**src/logic/fetch_pkg.sv**
```systemverilog
/*
  Types shared by the fetch path. Addresses are 64 bits and memory returns one
  32-bit word per fetch, so a compressed instruction is only seen at a word address
*/
package fetch_pkg;

	typedef logic [63:0] addr_t;   // instruction address
	typedef logic [31:0] inst_t;   // one fetched word

	// request from the address generator to the memory port
	typedef struct packed {
		addr_t addr;   // word to fetch
		logic  epoch;  // flips on every redirect
	} fetch_req_t;

	// completed fetch handed to predecode
	typedef struct packed {
		addr_t addr;   // address the word was fetched from
		inst_t inst;   // raw instruction word
	} fetch_rsp_t;

endpackage

```
**src/logic/decode_pkg.sv**
```systemverilog
/*
  Predecode and branch resolution types. resolve_t is driven from outside the
  front end, one bru pulse per branch and in program order
*/
package decode_pkg;

	import fetch_pkg::*;

	typedef logic [63:0] imm_t;  // sign-extended control flow offset

	// one entry of the prediction queue
	typedef struct packed {
		logic  taken;  // direction that was predicted
		addr_t alt;    // address to resume at if the prediction is wrong
	} pred_rec_t;

	// control flow summary of one fetched instruction
	typedef struct packed {
		logic  is_jal;
		logic  is_jalr;
		logic  is_branch;
		logic  is_call;    // link register written
		logic  is_return;  // jalr through a link register to x0
		logic  is_rvc;     // 16-bit encoding in the low half
		imm_t  imm;        // zero for jalr
		addr_t pc;
	} predec_t;

	// outcome reported by the branch unit
	typedef struct packed {
		logic  bru_valid;    // one-cycle pulse per branch
		logic  bru_taken;
		logic  jalr_valid;   // held until the front end moves on
		addr_t jalr_target;
	} resolve_t;

endpackage

```
**src/logic/branch_predict.sv**
```systemverilog
/*
  Next fetch address with static prediction: backward branches taken, forward not,
  jal always. jalr uses the return stack or waits for a resolved target.
  mispredict is suppressed in a cycle that also carries an exception
*/
`timescale 1ns/1ns

module branch_predict import fetch_pkg::*; import decode_pkg::*; #(
	parameter addr_t reset_vector = 64'h8000_0000,
	parameter int    queue_aw     = 2,
	parameter int    stack_aw     = 2
) (
	input  logic       CLK,
	input  logic       rst,
	input  predec_t    pd,
	input  logic       pd_valid,
	input  resolve_t   res,
	input  logic       exc_valid,
	input  addr_t      exc_pc,
	output fetch_req_t req,
	output logic       req_valid,
	output logic       mispredict
);

	predec_t   pend_q;        // instruction held across a stall
	predec_t   cur;
	logic      pend_valid_q;
	logic      cur_valid;
	logic      boot_q;        // first request after reset
	logic      redir_q;       // a word in predecode may belong to the old path
	logic      use_ras;
	logic      pred_taken;
	logic      jalr_stall;
	logic      queue_stall;
	logic      issue;
	logic      redirect;
	logic      q_full;
	logic      ras_push;
	logic      ras_pop;
	logic      ras_empty;
	addr_t     seq_addr;
	addr_t     taken_addr;
	addr_t     next_addr;
	addr_t     redirect_addr;
	addr_t     ras_top;
	pred_rec_t head;
	pred_rec_t rec;

	assign cur_valid = (pd_valid && !redir_q) || pend_valid_q;
	assign cur       = pend_valid_q ? pend_q : pd;

	assign use_ras    = cur.is_return && !ras_empty;
	assign seq_addr   = cur.pc + (cur.is_rvc ? 64'd2 : 64'd4);
	assign taken_addr = use_ras ? ras_top :
	                    cur.is_jalr ? res.jalr_target : cur.pc + cur.imm;
	assign pred_taken = cur.is_jal || cur.is_jalr || (cur.is_branch && cur.imm[63]);
	assign next_addr  = pred_taken ? taken_addr : seq_addr;

	assign jalr_stall  = cur.is_jalr && !use_ras && !res.jalr_valid;
	assign queue_stall = cur.is_branch && q_full;

	// the head record always belongs to the oldest unresolved branch
	assign mispredict    = res.bru_valid && (res.bru_taken != head.taken) && !exc_valid;
	assign redirect      = exc_valid || mispredict;
	assign redirect_addr = exc_valid ? exc_pc : head.alt;

	assign issue = cur_valid && !jalr_stall && !queue_stall && !redirect;

	assign rec.taken = pred_taken;
	assign rec.alt   = pred_taken ? seq_addr : taken_addr;  // the path not chosen

	assign ras_push = issue && cur.is_call && (cur.is_jal || cur.is_jalr);
	assign ras_pop  = issue && use_ras && cur.is_jalr;

	always_ff @(posedge CLK) begin
		if (rst) begin
			req.addr     <= reset_vector;
			req.epoch    <= 1'b0;
			req_valid    <= 1'b0;
			boot_q       <= 1'b1;
			redir_q      <= 1'b0;
			pend_valid_q <= 1'b0;
		end else begin
			boot_q    <= 1'b0;
			redir_q   <= redirect;
			req_valid <= boot_q || redirect || issue;
			if (redirect) begin
				req.addr     <= redirect_addr;
				req.epoch    <= ~req.epoch;  // marks the fetch in flight as stale
				pend_valid_q <= 1'b0;
			end else if (issue) begin
				req.addr     <= next_addr;
				pend_valid_q <= 1'b0;
			end else if (cur_valid) begin
				pend_valid_q <= 1'b1;  // stalled on jalr target or a full queue
			end
		end
	end

	always_ff @(posedge CLK) begin
		if (cur_valid)
			pend_q <= cur;
	end

	pred_queue #(.aw(queue_aw)) u_queue (
		.CLK(CLK), .rst(rst),
		.push(issue && cur.is_branch), .pop(res.bru_valid), .flush(redirect),
		.push_data(rec), .pop_data(head),
		.full(q_full), .empty()
	);

	return_stack #(.aw(stack_aw)) u_ras (
		.CLK(CLK), .rst(rst),
		.push(ras_push), .pop(ras_pop), .flush(redirect),
		.push_addr(seq_addr), .top_addr(ras_top), .empty(ras_empty)
	);

endmodule

```
**src/logic/frontend_top.sv**
```systemverilog
/*
  Fetch front end with one fetch in flight. Resolution and exceptions come from
  outside; the memory must follow the four-phase req/ack order
*/
`timescale 1ns/1ns

module frontend_top import fetch_pkg::*; import decode_pkg::*; #(
	parameter addr_t reset_vector = 64'h8000_0000,
	parameter int    queue_aw     = 2,
	parameter int    stack_aw     = 2
) (
	input  logic     CLK,
	input  logic     rst,
	input  logic     mem_ack,
	input  inst_t    mem_data,
	input  resolve_t res,
	input  logic     exc_valid,
	input  addr_t    exc_pc,
	output logic     mem_req,
	output addr_t    mem_addr,
	output logic     mispredict
);

	fetch_req_t req;
	logic       req_valid;
	fetch_rsp_t rsp;
	logic       rsp_valid;
	predec_t    pd;
	logic       pd_valid;

	branch_predict #(
		.reset_vector(reset_vector), .queue_aw(queue_aw), .stack_aw(stack_aw)
	) u_bp (
		.CLK(CLK), .rst(rst), .pd(pd), .pd_valid(pd_valid), .res(res),
		.exc_valid(exc_valid), .exc_pc(exc_pc),
		.req(req), .req_valid(req_valid), .mispredict(mispredict)
	);

	imem_port u_mem (
		.CLK(CLK), .rst(rst), .req(req), .req_valid(req_valid),
		.mem_ack(mem_ack), .mem_data(mem_data),
		.epoch(req.epoch),  // the generator's live epoch
		.mem_req(mem_req), .mem_addr(mem_addr), .rsp(rsp), .rsp_valid(rsp_valid)
	);

	predecode u_pd (
		.CLK(CLK), .rst(rst), .rsp(rsp), .rsp_valid(rsp_valid),
		.pd(pd), .pd_valid(pd_valid)
	);

endmodule

```
**src/logic/imem_port.sv**
```systemverilog
/*
  Four-phase req/ack fetch of one word. A request that arrives while busy waits
  in a single slot, and a newer one replaces it. Stale-epoch words are dropped
*/
`timescale 1ns/1ns

module imem_port import fetch_pkg::*; (
	input  logic       CLK,
	input  logic       rst,
	input  fetch_req_t req,
	input  logic       req_valid,
	input  logic       mem_ack,
	input  inst_t      mem_data,
	input  logic       epoch,
	output logic       mem_req,
	output addr_t      mem_addr,
	output fetch_rsp_t rsp,
	output logic       rsp_valid
);

	typedef enum logic [1:0] {idle, wait_ack, wait_release} state_t;

	state_t     state_q;
	fetch_req_t cur_q;        // request on the bus
	fetch_req_t pend_q;       // request that came in while busy
	logic       pend_valid_q;
	logic       done_q;       // word latched last cycle
	inst_t      data_q;

	assign mem_req   = (state_q == wait_ack);
	assign mem_addr  = cur_q.addr;
	assign rsp.addr  = cur_q.addr;
	assign rsp.inst  = data_q;
	assign rsp_valid = done_q && (cur_q.epoch == epoch);  // a redirect overtook it

	always_ff @(posedge CLK) begin
		if (rst) begin
			state_q      <= idle;
			pend_valid_q <= 1'b0;
			done_q       <= 1'b0;
		end else begin
			done_q <= 1'b0;
			case (state_q)
				idle: if (req_valid || pend_valid_q) begin
					state_q      <= wait_ack;
					pend_valid_q <= 1'b0;
				end
				wait_ack: if (mem_ack) begin
					state_q <= wait_release;
					done_q  <= 1'b1;
				end
				wait_release: if (!mem_ack)
					state_q <= idle;
				default: state_q <= idle;
			endcase
			if (req_valid && state_q != idle)
				pend_valid_q <= 1'b1;
		end
	end

	always_ff @(posedge CLK) begin
		if (state_q == idle)
			cur_q <= req_valid ? req : pend_q;  // newest request wins
		if (req_valid && state_q != idle)
			pend_q <= req;
		if (state_q == wait_ack && mem_ack)
			data_q <= mem_data;
	end

	assert property (@(posedge CLK) disable iff (rst) $fell(mem_ack) |-> !mem_req)
		else $error("mem_ack released before mem_req dropped");
	assert property (@(posedge CLK) disable iff (rst) $rose(mem_req) |-> !$past(mem_ack))
		else $error("mem_req raised while ack still high");

endmodule

```
**src/logic/pred_queue.sv**
```systemverilog
/*
  Circular queue of prediction records. pop_data shows the head combinationally
  and flush empties the queue in one cycle, winning over push and pop
*/
`timescale 1ns/1ns

module pred_queue import decode_pkg::*; #(
	parameter int aw = 2
) (
	input  logic      CLK,
	input  logic      rst,
	input  logic      push,
	input  logic      pop,
	input  logic      flush,
	input  pred_rec_t push_data,
	output pred_rec_t pop_data,
	output logic      full,
	output logic      empty
);

	localparam int depth = 1 << aw;

	pred_rec_t mem [depth];
	logic [aw:0] wr_q;  // extra msb tells full from empty
	logic [aw:0] rd_q;

	assign empty    = (wr_q == rd_q);
	assign full     = (wr_q[aw] != rd_q[aw]) && (wr_q[aw-1:0] == rd_q[aw-1:0]);
	assign pop_data = mem[rd_q[aw-1:0]];

	always_ff @(posedge CLK) begin
		if (rst) begin
			wr_q <= '0;
			rd_q <= '0;
		end else if (flush) begin
			wr_q <= '0;
			rd_q <= '0;
		end else begin
			if (push)
				wr_q <= wr_q + 1'b1;
			if (pop)
				rd_q <= rd_q + 1'b1;
		end
	end

	always_ff @(posedge CLK) begin
		if (push && !flush)
			mem[wr_q[aw-1:0]] <= push_data;
	end

	// the address generator stalls on a full queue, and the branch unit only
	// resolves branches that were predicted
	assert property (@(posedge CLK) disable iff (rst) !(push && full))
		else $error("prediction queue overflow");
	assert property (@(posedge CLK) disable iff (rst) !(pop && empty))
		else $error("branch resolved with no prediction outstanding");

endmodule

```
**src/logic/predecode.sv**
```systemverilog
/*
  One-cycle predecode of the fetched word. Only the low half is checked for a
  compressed encoding, and c.jal uses its RV32C slot
*/
`timescale 1ns/1ns

module predecode import fetch_pkg::*; import decode_pkg::*; (
	input  logic       CLK,
	input  logic       rst,
	input  fetch_rsp_t rsp,
	input  logic       rsp_valid,
	output predec_t    pd,
	output logic       pd_valid
);

	inst_t       inst;
	logic [15:0] c;
	predec_t     d;

	// x1 and x5 are the link registers of the calling convention
	function automatic logic is_link(input logic [4:0] r);
		return (r == 5'd1) || (r == 5'd5);
	endfunction

	assign inst = rsp.inst;
	assign c    = inst[15:0];

	always_comb begin
		d        = '0;
		d.pc     = rsp.addr;
		d.is_rvc = (inst[1:0] != 2'b11);
		if (d.is_rvc) begin
			if (c[1:0] == 2'b01 && c[14:13] == 2'b01) begin  // c.j and c.jal
				d.is_jal  = 1'b1;
				d.is_call = !c[15];
				d.imm     = {{52{c[12]}}, c[12], c[8], c[10:9], c[6], c[7], c[2], c[11],
				             c[5:3], 1'b0};
			end else if (c[1:0] == 2'b01 && c[15:14] == 2'b11) begin  // c.beqz, c.bnez
				d.is_branch = 1'b1;
				d.imm       = {{55{c[12]}}, c[12], c[6:5], c[2], c[11:10], c[4:3], 1'b0};
			end else if (c[1:0] == 2'b10 && c[15:13] == 3'b100 && c[11:7] != 5'd0
			             && c[6:2] == 5'd0) begin  // c.jr and c.jalr
				d.is_jalr   = 1'b1;
				d.is_call   = c[12];
				d.is_return = !c[12] && is_link(c[11:7]);
			end
		end else begin
			case (inst[6:0])
				7'b1101111: begin  // jal
					d.is_jal  = 1'b1;
					d.is_call = is_link(inst[11:7]);
					d.imm     = {{43{inst[31]}}, inst[31], inst[19:12], inst[20], inst[30:21],
					             1'b0};
				end
				7'b1100111: begin  // jalr, target comes from the stack or outside
					d.is_jalr   = 1'b1;
					d.is_call   = is_link(inst[11:7]);
					d.is_return = is_link(inst[19:15]) && (inst[11:7] == 5'd0);
				end
				7'b1100011: begin
					d.is_branch = 1'b1;
					d.imm       = {{51{inst[31]}}, inst[31], inst[7], inst[30:25], inst[11:8],
					               1'b0};
				end
				default: ;
			endcase
		end
	end

	always_ff @(posedge CLK) begin
		if (rst)
			pd_valid <= 1'b0;
		else
			pd_valid <= rsp_valid;
	end

	always_ff @(posedge CLK) begin
		if (rsp_valid)
			pd <= d;
	end

endmodule

```
**src/logic/return_stack.sv**
```systemverilog
/*
  Ring-buffer return address stack. When full a push overwrites the oldest entry,
  so a chain deeper than the stack mispredicts only its outermost returns
*/
`timescale 1ns/1ns

module return_stack import fetch_pkg::*; #(
	parameter int aw = 2
) (
	input  logic  CLK,
	input  logic  rst,
	input  logic  push,
	input  logic  pop,
	input  logic  flush,
	input  addr_t push_addr,
	output addr_t top_addr,
	output logic  empty
);

	localparam int depth = 1 << aw;

	addr_t mem [depth];
	logic [aw-1:0] top_q;   // slot of the newest entry
	logic [aw:0]   count_q; // saturates at depth
	logic [aw-1:0] wr_idx;

	assign top_addr = mem[top_q];
	assign empty    = (count_q == '0);
	assign wr_idx   = pop ? top_q : top_q + 1'b1;  // push with pop replaces the top

	always_ff @(posedge CLK) begin
		if (rst) begin
			top_q   <= '0;
			count_q <= '0;
		end else if (flush) begin
			top_q   <= '0;
			count_q <= '0;
		end else if (push && !pop) begin
			top_q <= top_q + 1'b1;
			if (count_q != (aw+1)'(depth))
				count_q <= count_q + 1'b1;
		end else if (pop && !push) begin
			top_q   <= top_q - 1'b1;
			count_q <= count_q - 1'b1;
		end
	end

	always_ff @(posedge CLK) begin
		if (push && !flush)
			mem[wr_idx] <= push_addr;
	end

	// returns are only predicted through a non-empty stack
	assert property (@(posedge CLK) disable iff (rst) !(pop && empty))
		else $error("return stack popped while empty");

endmodule

```
**config.mk**
```make
export PLATFORM = sky130hd
export DESIGN_NAME = frontend_top
export DESIGN_NICKNAME = d
export VERILOG_FILES = /design/src/logic/fetch_pkg.sv /design/src/logic/decode_pkg.sv /design/src/logic/branch_predict.sv /design/src/logic/frontend_top.sv /design/src/logic/imem_port.sv /design/src/logic/pred_queue.sv /design/src/logic/predecode.sv /design/src/logic/return_stack.sv
export SDC_FILE = /design/constraint.sdc
export NUM_CORES = 1
export LEC_CHECK = 0
export BUFFER_PORTS_ARGS = -buffer_cell sky130_fd_sc_hd__buf_2
export CORE_MARGIN = 3
export CORE_UTILIZATION = 30
export CTS_CLUSTER_SIZE = 8
export DETAILED_ROUTE_END_ITERATION = 12
export GPL_TIMING_DRIVEN = 0
export HOLD_SLACK_MARGIN = 0.1
export PLACE_DENSITY = 0.42
export SKIP_LAST_GASP = 1
export SYNTH_ARGS = -nofsm -noshare
export SYNTH_HDL_FRONTEND = slang
export SYNTH_HIERARCHICAL = 1
export SYNTH_SLANG_ARGS = --single-unit
```
**constraint.sdc**
```tcl
create_clock -name CLK -period 16.35 [get_ports CLK]
set_input_delay 3.27 -clock CLK [delete_from_list [all_inputs] [get_ports CLK]]
set_output_delay 3.27 -clock CLK [all_outputs]
set_load 0.02 [all_outputs]
```
== Word-level counts from Yosys, hierarchy flattened ==
Memory sizes are Yosys's and may differ from the RTL's. A register that Yosys moved wholly into a read port is not among the register bits.
Index checks and enable logic that the tools add are counted.

* Bits in registers: 515
* RAM bits: 516
* Input bits: 167
* Output and inout bits: 66
* Word-level logic and storage cells: 192
* Memories: 2

* Add/subtract/negate cells: 8
* Equality and inequality tests: 24
* Mux-type cells: 52
* Bitwise gates (word level): 2
* Reduce and logical (&&, ||, !) cells: 69

{| class="wikitable"
|+ Memory list
! memory !! depth !! width !! rd ports !! clocked after memory_dff !! wr ports !! RTL line !! text
|-
| u_bp.u_queue.mem || 4 || 65 || 1 || 1 || 1 || pred_queue.sv:23 || <nowiki>pred_rec_t mem [depth];</nowiki>
|-
| u_bp.u_ras.mem || 4 || 64 || 1 || 1 || 1 || return_stack.sv:22 || <nowiki>addr_t mem [depth];</nowiki>
|}

{| class="wikitable"
|+ Operator list
! operator !! count
|-
| two-way mux 64 bit || 10
|-
| two-way mux 134 bit || 1
|-
| adder 64 bit || 2
|-
| case mux 64 bit (2 select lines) || 1
|-
| two-way mux 65 bit || 1
|-
| logical AND 1 bit || 31
|-
| two-way mux 2 bit || 13
|-
| == test 7 bit, second input constant || 3
|-
| two-way mux 1 bit || 20
|-
| zero test 1 bit || 12
|-
| two-way mux 3 bit || 4
|-
| == test 5 x 1 -> 1 bit, second input constant || 2
|-
| == test 5 x 3 -> 1 bit, second input constant || 2
|-
| zero test 5 bit || 2
|-
| nonzero test 2 bit || 5
|-
| adder 3 x 1 -> 3 bit, second input constant || 3
|-
| logical OR 1 bit || 9
|-
| == test 2 x 1 -> 1 bit, second input constant || 3
|-
| == test 2 bit, second input constant || 3
|-
| != test 2 bit, second input constant || 3
|-
| case mux 2 bit (3 select lines) || 1
|-
| OR reduction 2 bit || 3
|-
| two-way mux 5 bit || 1
|-
| nonzero test 5 bit || 1
|-
| other kinds (15) || 19
|}

== Logic depth before layout (Yosys ltp) ==
Gate-level depths: netlist of run 1.

* Depth in word-level cells: 18
* Depth in mapped cells: 26
* Depth with buffers taken out: 15

== Cells and area by module ==
Netlist of run 1, hierarchy kept.

{| class="wikitable"
|+ Modules (own cells, without submodules)
! module !! times used !! cells each !! area an instance (um^2)
|-
| branch_predict || 1 || 1927 || 16742.3
|-
| pred_queue || 1 || 383 || 9840.7
|-
| return_stack || 1 || 385 || 9656.8
|-
| imem_port || 1 || 380 || 6861.6
|-
| predecode || 1 || 213 || 3599.7
|}

== Worst setup path after synthesis of run 1 ==
Ideal clock, no wire load.

* Path type: reg-to-reg
* From: reg u_bp.pend_valid_q
* To: mem u_bp/u_ras/mem[3][0] (netlist name), enable pin
* Setup time: 0.644 ns
* Arrival time: 11.954 ns
* Path slack: 3.752 ns
* Cell stages (with the launch flop): 15
* Buffers on the path: 8
* Path through: dfxtp_1 -> buf_6 -> buf_6 -> buf_4 -> buf_2 -> buf_4 -> a21o_1 -> o311a_1 -> buf_2 -> nand2_1 -> clkbuf_1 -> clkbuf_1 -> nor3b_1 -> nand2b_1 -> nor4_1

* Elaborated cells on any way between the ends: 21
* Those cells by class: 4 x mux; 17 x reduce/logical

{| class="wikitable"
|+ RTL lines
! what !! RTL line !! text
|-
| start: declaration || branch_predict.sv:27 || <nowiki>logic pend_valid_q;</nowiki>
|-
| start signal: assignment || branch_predict.sv:82 || <nowiki>pend_valid_q <= 1'b0;</nowiki>
|-
| start signal: assignment || branch_predict.sv:90 || <nowiki>pend_valid_q <= 1'b0;</nowiki>
|-
| start signal: assignment || branch_predict.sv:93 || <nowiki>pend_valid_q <= 1'b0;</nowiki>
|-
| logical OR 1 bit || branch_predict.sv:49 || <nowiki>assign cur_valid = (pd_valid && !redir_q) || pend_valid_q;</nowiki>
|-
| net u_bp.cur_valid || branch_predict.sv:28 || <nowiki>logic cur_valid;</nowiki>
|-
| logical AND 1 bit (3 in a row) || branch_predict.sv:67 || <nowiki>assign issue = cur_valid && !jalr_stall && !queue_stall && !redirect;</nowiki>
|-
| logical AND 1 bit (2 in a row) || branch_predict.sv:72 || <nowiki>assign ras_push = issue && cur.is_call && (cur.is_jal || cur.is_jalr);</nowiki>
|-
| net u_bp.ras_push || branch_predict.sv:38 || <nowiki>logic ras_push;</nowiki>
|-
| logical AND 1 bit || return_stack.sv:49 || <nowiki>if (push && !flush)</nowiki>
|-
| two-way mux 1 bit || return_stack.sv:49 ||
|-
| two-way mux 1 bit (implied by the code) || return_stack.sv:50 || <nowiki>mem[wr_idx] <= push_addr;</nowiki>
|-
| end: declaration || return_stack.sv:22 ||
|}

The timed path passes the listed nets, and every way through them passes these cells.

== Final worst setup path of run 1 ==
* From: in res[65] (netlist name)
* To: out mispredict

* Word-level cells in the longest chain between the ends: 3

{| class="wikitable"
|+ RTL lines
! what !! RTL line !! text
|-
| start: declaration || frontend_top.sv:16 || <nowiki>input resolve_t res,</nowiki>
|-
| != test 1 bit || branch_predict.sv:63 || <nowiki>assign mispredict = res.bru_valid && (res.bru_taken != head.taken) && !exc_valid;</nowiki>
|-
| logical AND 1 bit (2 in a row) || branch_predict.sv:63 ||
|-
| end: declaration || frontend_top.sv:21 || <nowiki>output logic mispredict</nowiki>
|}

No other way between the ends.

==> results.md, run 1 <==
Synth:
- During synthesis, Yosys emitted a total of 6 warnings.
- Synthesis produced a netlist whose cell count is 3287.
- The mean area per synthesized cell is 14.21 um2.
- After synthesis the cells add up to 46690 um2.
- The net count after synthesis is 3530.

Clock tree:
- The level count of the clock H-tree is 4.
- TritonCTS built the clock tree.
- The tree built by TritonCTS fans out to 991 sinks.
- Gates resized during post-CTS repair numbered 0.
- The buffer levels on the longest clock path is 3.
- For this design, the CTS-stage hold fixing added 0 buffers.
- In this run, CTS created clock tree buffers numbering 143.
- The tree is rooted in a sky130_fd_sc_hd__clkbuf_16.
- The clock insertion delay at the later pin of the skew report is 780 ps.
- Buffers added to address setup during post-CTS repair amount to 0.
- The clock transition at the register clock pins on the worst setup and hold paths after CTS is 50 ps.

Worst setup path:
- The critical path required time is 13080 ps.
- The worst setup path is launched from a primary input.
- The worst setup path is captured at an output pin.
- Data on the critical path arrives at its endpoint at 6200 ps.
- For the worst flop-to-flop path, the logic depth is 23.
- The biggest fanout along the worst timing path is 10.
- The setup slack of the worst register-to-register path is 6970 ps.
- The critical path is of the in -> out type.
- The endpoint identified for the worst register-to-register timing path is u_bp/u_queue/mem[0][63].
- In this run the critical register-to-register path is launched from u_bp/pend_valid_q.

Layout:
- Counting the fill cells in the layout gives 14940.
- The area growth from synthesis to layout is 18.79%.
- The most common cell after layout, fill and taps aside is sky130_fd_sc_hd__edfxtp_1.
- The final-stage net count is 3953.
- For this run, the share of the core covered by cells in the final layout is 35.92%.
- The fraction of layout cells with a size suffix above 1 is 27.22%.
- In the layout the commonest cells are 902 x sky130_fd_sc_hd__edfxtp_1, 275 x sky130_fd_sc_hd__buf_2, 234 x sky130_fd_sc_hd__nand2_1.

Global routing:
- Entering global routing, the biggest net connects 62 pins.
- The initial antenna violation count is 8.
- The overall global routing resource usage is 21.65%.
- The number of global-route vias before repair is 30010.
- The global route total overflow is 0.
- The first-pass GRT wire length is 242600 um.

Timing:
- The final count of pins violating max slew came to 0.
- The final number of setup-violating endpoints is 0.
- The fmax is 105.6 MHz.
- For the final database, setup skew stands at 50.59 ps.
- The worst-margin pin slew is 1437 ps.
- For the finished layout, the period the worst path requires is 9470 ps.
- The remaining max-slew budget at the tightest pin is 4.208%.
- The final number of hold-violating endpoints is 0.
- The post-layout worst setup margin is 6880 ps.
- The ratio of final minimum period to clock period is 57.92%.
- Setup repair after global routing left no endpoint under its margin.

Pwr:
- The cell area power density is 111.9 nW/um2.
- IR analysis of the VDD net gives a maximum drop of 102.2 uV.
- The leakage power is 19.48 nW.
- After layout, the design draws a total of 0.006208 W.

Placed design:
- The routability-driven placement congestion ratio is 0.8765.
- Detailed placement finished with a half-perimeter wire length of 136400 um.
- Prior to clock tree synthesis, the placed netlist has a worst setup slack of 6737 ps.
- In this run the tool buffered the top-level ports with 232 buffer cells.

Drt:
- The number of remaining DRC errors is 0.
- Summing over every cut layer, the via total after detailed routing is 30820.
- After detailed routing, the number of vias per cell comes to 5.261.
- Before antenna repair, the detailed router went through 9 iterations.
- The overall routed net length is 177800 um.
- The count of nets left with antenna violations once routing finished came out at 0.
- After the first detailed-routing iteration, the DRC count stood at 3643.
- Dividing the detail-routed wire length by the instance count gives 30.35 um.

Worst hold path:
- The worst hold path depth is 0.
- The path with the worst hold slack has its endpoint at u_mem/pend_q[18].
- The min-delay analysis places its worst path in the category reg -> reg.
- The startpoint of the lowest-slack hold path is u_bp/req[18].

Run status:
- The flow ran to the end, and the final reports show no timing, DRC or antenna violations.

Floorplanning:
- The die extent in y is 400.5 um.
- The boundary pin count is 233.
- The initial cell density of the core is 30.24%.
- The floorplan has 144 rows.
- The die area is 160400 um2.
- The area of the core is 154400 um2.
- In this run the horizontal extent of the chip is 400.5 um.

Job:
- The reported max-cap violation count is 0.
worst max-delay path, cell delays in order:
cell and delay (ps):
sky130_fd_sc_hd__buf_2 100, sky130_fd_sc_hd__xor2_1 300, sky130_fd_sc_hd__nand2_1 90, sky130_fd_sc_hd__nor2_1 760, sky130_fd_sc_hd__clkbuf_1 640, sky130_fd_sc_hd__clkbuf_1 710, sky130_fd_sc_hd__buf_2 300
cell type report:
cell class | count | area (um2) | share of cell area (%)
diodes | 5 | 12.51 | 0.02256
clock buffers | 227 | 3946 | 7.114
flip-flops and latches | 991 | 28870 | 52.04
multi-input cells | 1852 | 15310 | 27.61
plain buffers | 359 | 2272 | 4.096
inverters | 85 | 319.1 | 0.5752
repair buffers | 278 | 1862 | 3.356
well taps | 2044 | 2557 | 4.611
clock inverters | 17 | 319.1 | 0.5752
through the flow:
| step | std cells | hold slack [ps] | TNS [ps] | cell area (um2) |
|---|---|---|---|---|
| 3_5_place_dp | 5609 | 435.0 | 0 | 51190 |
| 2_1_floorplan | 3287 | 423.9 | 0 | 46690 |
| 5_1_grt | 5855 | 477.0 | 0 | 55460 |
| 4_1_cts | 5853 | 451.6 | 0 | 55450 |
| 3_3_place_gp | 5563 | 430.9 | -964510 | 50410 |
| 6_report | 5858 | 458.5 | 0 | 55470 |
worst max-delay path by stage:
| stage | from | to | cells after the start |
|---|---|---|---|
| 2_1_floorplan | u_bp/pend_valid_q | u_bp/u_ras/mem[3][0] | 14 |
| 3_3_place_gp | u_bp/pend_valid_q | u_bp/u_ras/mem[3][4] | 14 |
| 3_5_place_dp | res[65] | mispredict | 7 |
| 4_1_cts | res[65] | mispredict | 7 |
| 5_1_grt | u_bp/pend_valid_q | u_bp/u_queue/mem[0][63] | 23 |
| 6_report | res[65] | mispredict | 7 |
sequential cells by signal (all words and copies together), names as in the netlist, named ones only:
register / cells
u_bp/boot_q: 1
u_bp/pend_q: 134
u_bp/pend_valid_q: 1
u_bp/redir_q: 1
u_bp/req: 65
u_bp/req_valid: 1
u_bp/u_queue/mem: 260
u_bp/u_queue/rd_q: 3
u_bp/u_queue/wr_q: 3
u_bp/u_ras/count_q: 3
u_bp/u_ras/mem: 256
u_bp/u_ras/top_q: 2
u_mem/cur_q: 1
u_mem/data_q: 32
u_mem/done_q: 1
u_mem/mem_addr: 64
u_mem/pend_q: 65
u_mem/pend_valid_q: 1
u_mem/state_q: 2
u_pd/pd: 90
u_pd/pd_valid: 1
where the power goes:
part	switching, W	internal (W)
Combinational	0.000301	0.000191
Clock	0.00115	0.00166
Sequential	0.0000637	0.00284
Total	0.00152	0.00469
metal layers:
layer,GRT usage (%),routed length (um),share of wire (%),up-vias
met5,0,13,0.0073,-
met4,7.203,5988,3.4,2
met3,3.910,11090,6.2,233
met2,32.32,77760,44,1192
met1,31.64,82950,47,15880
li1,-,-,-,13510
No activity file was read; power rests on OpenSTA's default activity.
==> run 2: changes to the inputs <==
PLACE_DENSITY = 0.43   (was 0.42)
clock period = 8.3 ns   (was 16.35 ns; I/O delays follow)
==> run 2 against run 1 <==
Non-clock buffer count shrank 12. Routed wire length down 0.82%. First-iteration DRC count fell by 2.6%. Cell count shrank 0.27%. Largest cell class unchanged. Largest power group unchanged. Clock skew up 12 ps. Critical path depth rose by 15. Global-route usage decreased by 0.17 points. Hold slack worse by 10 ps.
==> results.md, run 2 (synthesized netlist as in run 1, its figures left out) <==
Timing:
- The final number of hold-violating endpoints is 0 (unchanged).
- Setup repair after global routing left no endpoint under its margin.
- Timing would allow up to 124.0 MHz.
- The final worst clock skew was 62.78 ps (+12.19 ps).
- The worst-margin pin slew came to 1382 ps (-54.86 ps).
- The ratio of final minimum period to clock period is 97.19%.
- The final count of pins violating max slew is 0 (unchanged).
- The remaining max-slew budget at the tightest pin is 7.866% (+3.7 points).
- The final number of setup-violating endpoints was 0 (unchanged).
- For the finished layout, the period the worst path requires is 8067 ps.

Floorplanning:
- The die area is 160400 um2 (unchanged).
- The boundary pin count is 233 (unchanged).
- The x dimension of the die is 400.5 um (unchanged).
- The initial cell density of the core came to 30.24% (unchanged).
- The area of the core is 154400 um2 (unchanged).
- The site row count was 144 (unchanged).
- The die extent in y is 400.5 um (unchanged).

Worst setup path:
- The count of buffering cells on the critical path with inverters included was 9 (+5).
- The number of cells on the worst reg-to-reg path was 22 (-4.3%).
- Traced cell by cell, the critical path runs through buf_6 -> buf_6 -> buf_4 -> buf_2 -> buf_4 -> buf_2 -> buf_4 -> buf_6 -> mux2_2 -> ha_1 -> fa_1 -> a21o_1 -> a221oi_2 -> a2111oi_1 -> clkdlybuf4s18_2 -> o21ai_0 -> nand3_1 -> a21boi_0 -> xor2_1 -> o21ai_1 -> o21ai_0 -> o21ai_1.
- The kind of critical path is reg -> reg.
- The destination of the critical timing path is u_bp/u_queue/mem[3][48].
- The largest individual stage delay along the critical path comes from the cell sky130_fd_sc_hd__o21ai_0.
- The biggest fanout along the worst timing path is 19 (+9).
- The most critical setup path has its startpoint at u_bp/pend_valid_q.
- In this run the critical register-to-register path is captured at u_bp/u_queue/mem[3][48].
- The critical path startpoint category is a flip-flop.
- The number of stages on the worst setup path came to 22 (+15).
- The critical path required time is 8800 ps (-4280 ps).
- The endpoint kind of the worst setup timing path is a flip-flop.
- The setup slack of the worst register-to-register path is 230 ps (-6740 ps).
- The arrival time of data at the critical path endpoint is 8560 ps (+2360 ps).
- The startpoint of the worst-slack reg-to-reg timing path is u_bp/pend_valid_q.
- Broken down by cell family, the worst path's largest delay share belongs to compound AO/OA/AOI/OAI gates.
- The critical path's largest stage delay is 610 ps (-150 ps).

Run status:
- The flow ran to the end, and the final reports show no timing, DRC or antenna violations.

Global routing:
- The largest net degree at the start of global routing is 65 (+4.8%).
- The first-pass GRT wire length came to 241500 um (-0.46%).
- The number of global-route vias before repair is 30030 (+0.063%).
- The initial antenna violation count came to 7 (-1).
- The overall global routing resource usage is 21.48% (-0.17 points).
- The global route total overflow came to 0 (unchanged).

Clock tree:
- The buffer levels on the longest clock path was 3 (unchanged).
- The level count of the clock H-tree is 4 (unchanged).
- The cell sitting at the root of the clock tree is a sky130_fd_sc_hd__clkbuf_16.
- The clock tree from TritonCTS is done.
- The clock insertion delay at the later pin of the skew report was 790 ps (about the same).
- The number of buffers inserted by hold repair at cts is 0 (unchanged).
- The number of sinks handled by clock tree synthesis is 991 (unchanged).
- The clock transition at the register clock pins on the worst setup and hold paths after CTS is 60 ps (about the same).
- The number of CTS-inserted buffers is 143 (unchanged).

Layout:
- Leaving out fill and tap cells, the most frequent cell in the layout is sky130_fd_sc_hd__edfxtp_1.
- In the layout the commonest cells are 902 x sky130_fd_sc_hd__edfxtp_1, 269 x sky130_fd_sc_hd__buf_2, 234 x sky130_fd_sc_hd__nand2_1.
- The largest registers in the layout are u_bp/u_queue/mem x260, u_bp/u_ras/mem x256, u_bp/pend_q x134.
- The fraction of layout cells with a size suffix above 1 is 27.37% (+0.15 points).
- The register with the highest flop count is u_bp/u_queue/mem.
- The final-stage net count is 3941 (-0.30%).
- The flip-flop count of the largest register, all copies and words added is 260 (unchanged).
- The final core area utilization is 35.98% (+0.053 points).
- From synthesis to final layout, the design area changed by 18.97%.

Pwr:
- The power consumption is 0.01221 W (+97%).
- The leakage power was 19.44 nW (-0.19%).
- The maximum VDD drop is 213.3 uV (+110%).
- The cell area power density is 219.9 nW/um2 (+96%).

Drt:
- The antenna violation net count after detailed routing is 0 (unchanged).
- The number of remaining DRC errors is 0 (unchanged).
- The overall routed net length is 176400 um (-0.82%).
- The count of vias placed by the detailed router is 30750 (-0.23%).
- The routed length per instance is 30.19 um (-0.54%).
- The first-pass iteration count of the detailed router is 8 (-1).
- The DRC marker count from the first detailed-route iteration was 3548 (-2.6%).
- The ratio of routed vias to standard cells is 5.263 (about the same).

Placed design:
- The total half-perimeter wirelength after legalization and detailed placement is 135100 um (-0.96%).
- The number of port buffers is 232 (unchanged).
- The routability-driven placement congestion ratio is 0.9060 (+3.4%).

Job:
- The reported max-cap violation count is 0 (unchanged).

Worst hold path:
- The class of the tightest hold or removal check is reg -> reg.
-- run 2: cell count changes in the layout (fill, tap and decap cells not counted), sizes merged --
cell    change
clkbuf      -3
clkinv      +4
inv         -2
buf        -12
diode       -3
-- run 2: worst register-to-register path, cell delays in order, from the launching register on --
cell and delay (ps):
sky130_fd_sc_hd__dfxtp_1 500, sky130_fd_sc_hd__buf_6 230, sky130_fd_sc_hd__buf_6 230, sky130_fd_sc_hd__buf_4 270, sky130_fd_sc_hd__buf_2 400, sky130_fd_sc_hd__buf_4 310, sky130_fd_sc_hd__buf_2 380, sky130_fd_sc_hd__buf_4 350
sky130_fd_sc_hd__buf_6 380, sky130_fd_sc_hd__mux2_2 530, sky130_fd_sc_hd__ha_1 310, sky130_fd_sc_hd__fa_1 410, sky130_fd_sc_hd__a21o_1 230, sky130_fd_sc_hd__a221oi_2 440, sky130_fd_sc_hd__a2111oi_1 160, sky130_fd_sc_hd__clkdlybuf4s18_2 290
sky130_fd_sc_hd__o21ai_0 610, sky130_fd_sc_hd__nand3_1 240, sky130_fd_sc_hd__a21boi_0 270, sky130_fd_sc_hd__xor2_1 120, sky130_fd_sc_hd__o21ai_1 460, sky130_fd_sc_hd__o21ai_0 210, sky130_fd_sc_hd__o21ai_1 450
-- run 2: worst min-delay path by stage --
stage / start / end / slack (ps) / cells after the start
global placement: u_bp/boot_q / u_bp/req_valid / 430 / 2
finish: u_bp/boot_q / u_bp/req_valid / 450 / 2
detailed placement: u_bp/boot_q / u_bp/req_valid / 440 / 2
CTS: u_bp/boot_q / u_bp/req_valid / 450 / 2
floorplan: u_bp/req[3] / u_mem/pend_q[3] / 420 / 0
global route: u_bp/req[14] / u_mem/pend_q[14] / 480 / 0
-- run 2: per-layer routing --
metal / up-vias / wire length, um / global-route usage, %
met3: 222 / 10800 / 3.380
met5: - / 0 / 0
met4: 0 / 5469 / 7.209
li1: 13480 / - / -
met2: 1201 / 78500 / 32.53
met1: 15840 / 81580 / 31.31
-- run 2: what timing repair did --
item                       in CTS  in global routing
resized for setup              30                  3
setup endpoints to repair     195                 81
setup buffers                   0                  0
-- run 2: layout make-up --
cell class | count | area, um2
fillers | 14890 | 98860
flip-flops and latches | 991 | 28870
multi-input cells | 1852 | 15410
clock buffers | 224 | 3892
well taps | 2044 | 2557
plain buffers | 358 | 2285
repair buffers | 267 | 1854
clock inverters | 19 | 355.3
inverters | 85 | 319.1
diodes | 2 | 5.005
-- run 2: stage by stage --
step                      area [um2]  setup WS (ps)  hold WS [ps]  setup TNS (ps)  cells
after CTS                      55530          117.0         448.9               0   5840
final                          55550          233.4         448.3               0   5842
after detailed placement       51200          -1204         440.5          -94070   5598
after global routing           55550          7.832         483.8               0   5840
after floorplan                46720          306.9         423.9               0   3287
after global placement         50440          -8920         433.2        -2816470   5563
-- run 2: report_power, final --
part,total [W],internal (W),switching [W],leakage (nW)
clock,0.00553,0.00324,0.00229,2.01
combinational,0.000975,0.000376,0.000599,8.41
sequential,0.00571,0.00559,0.000118,9.01
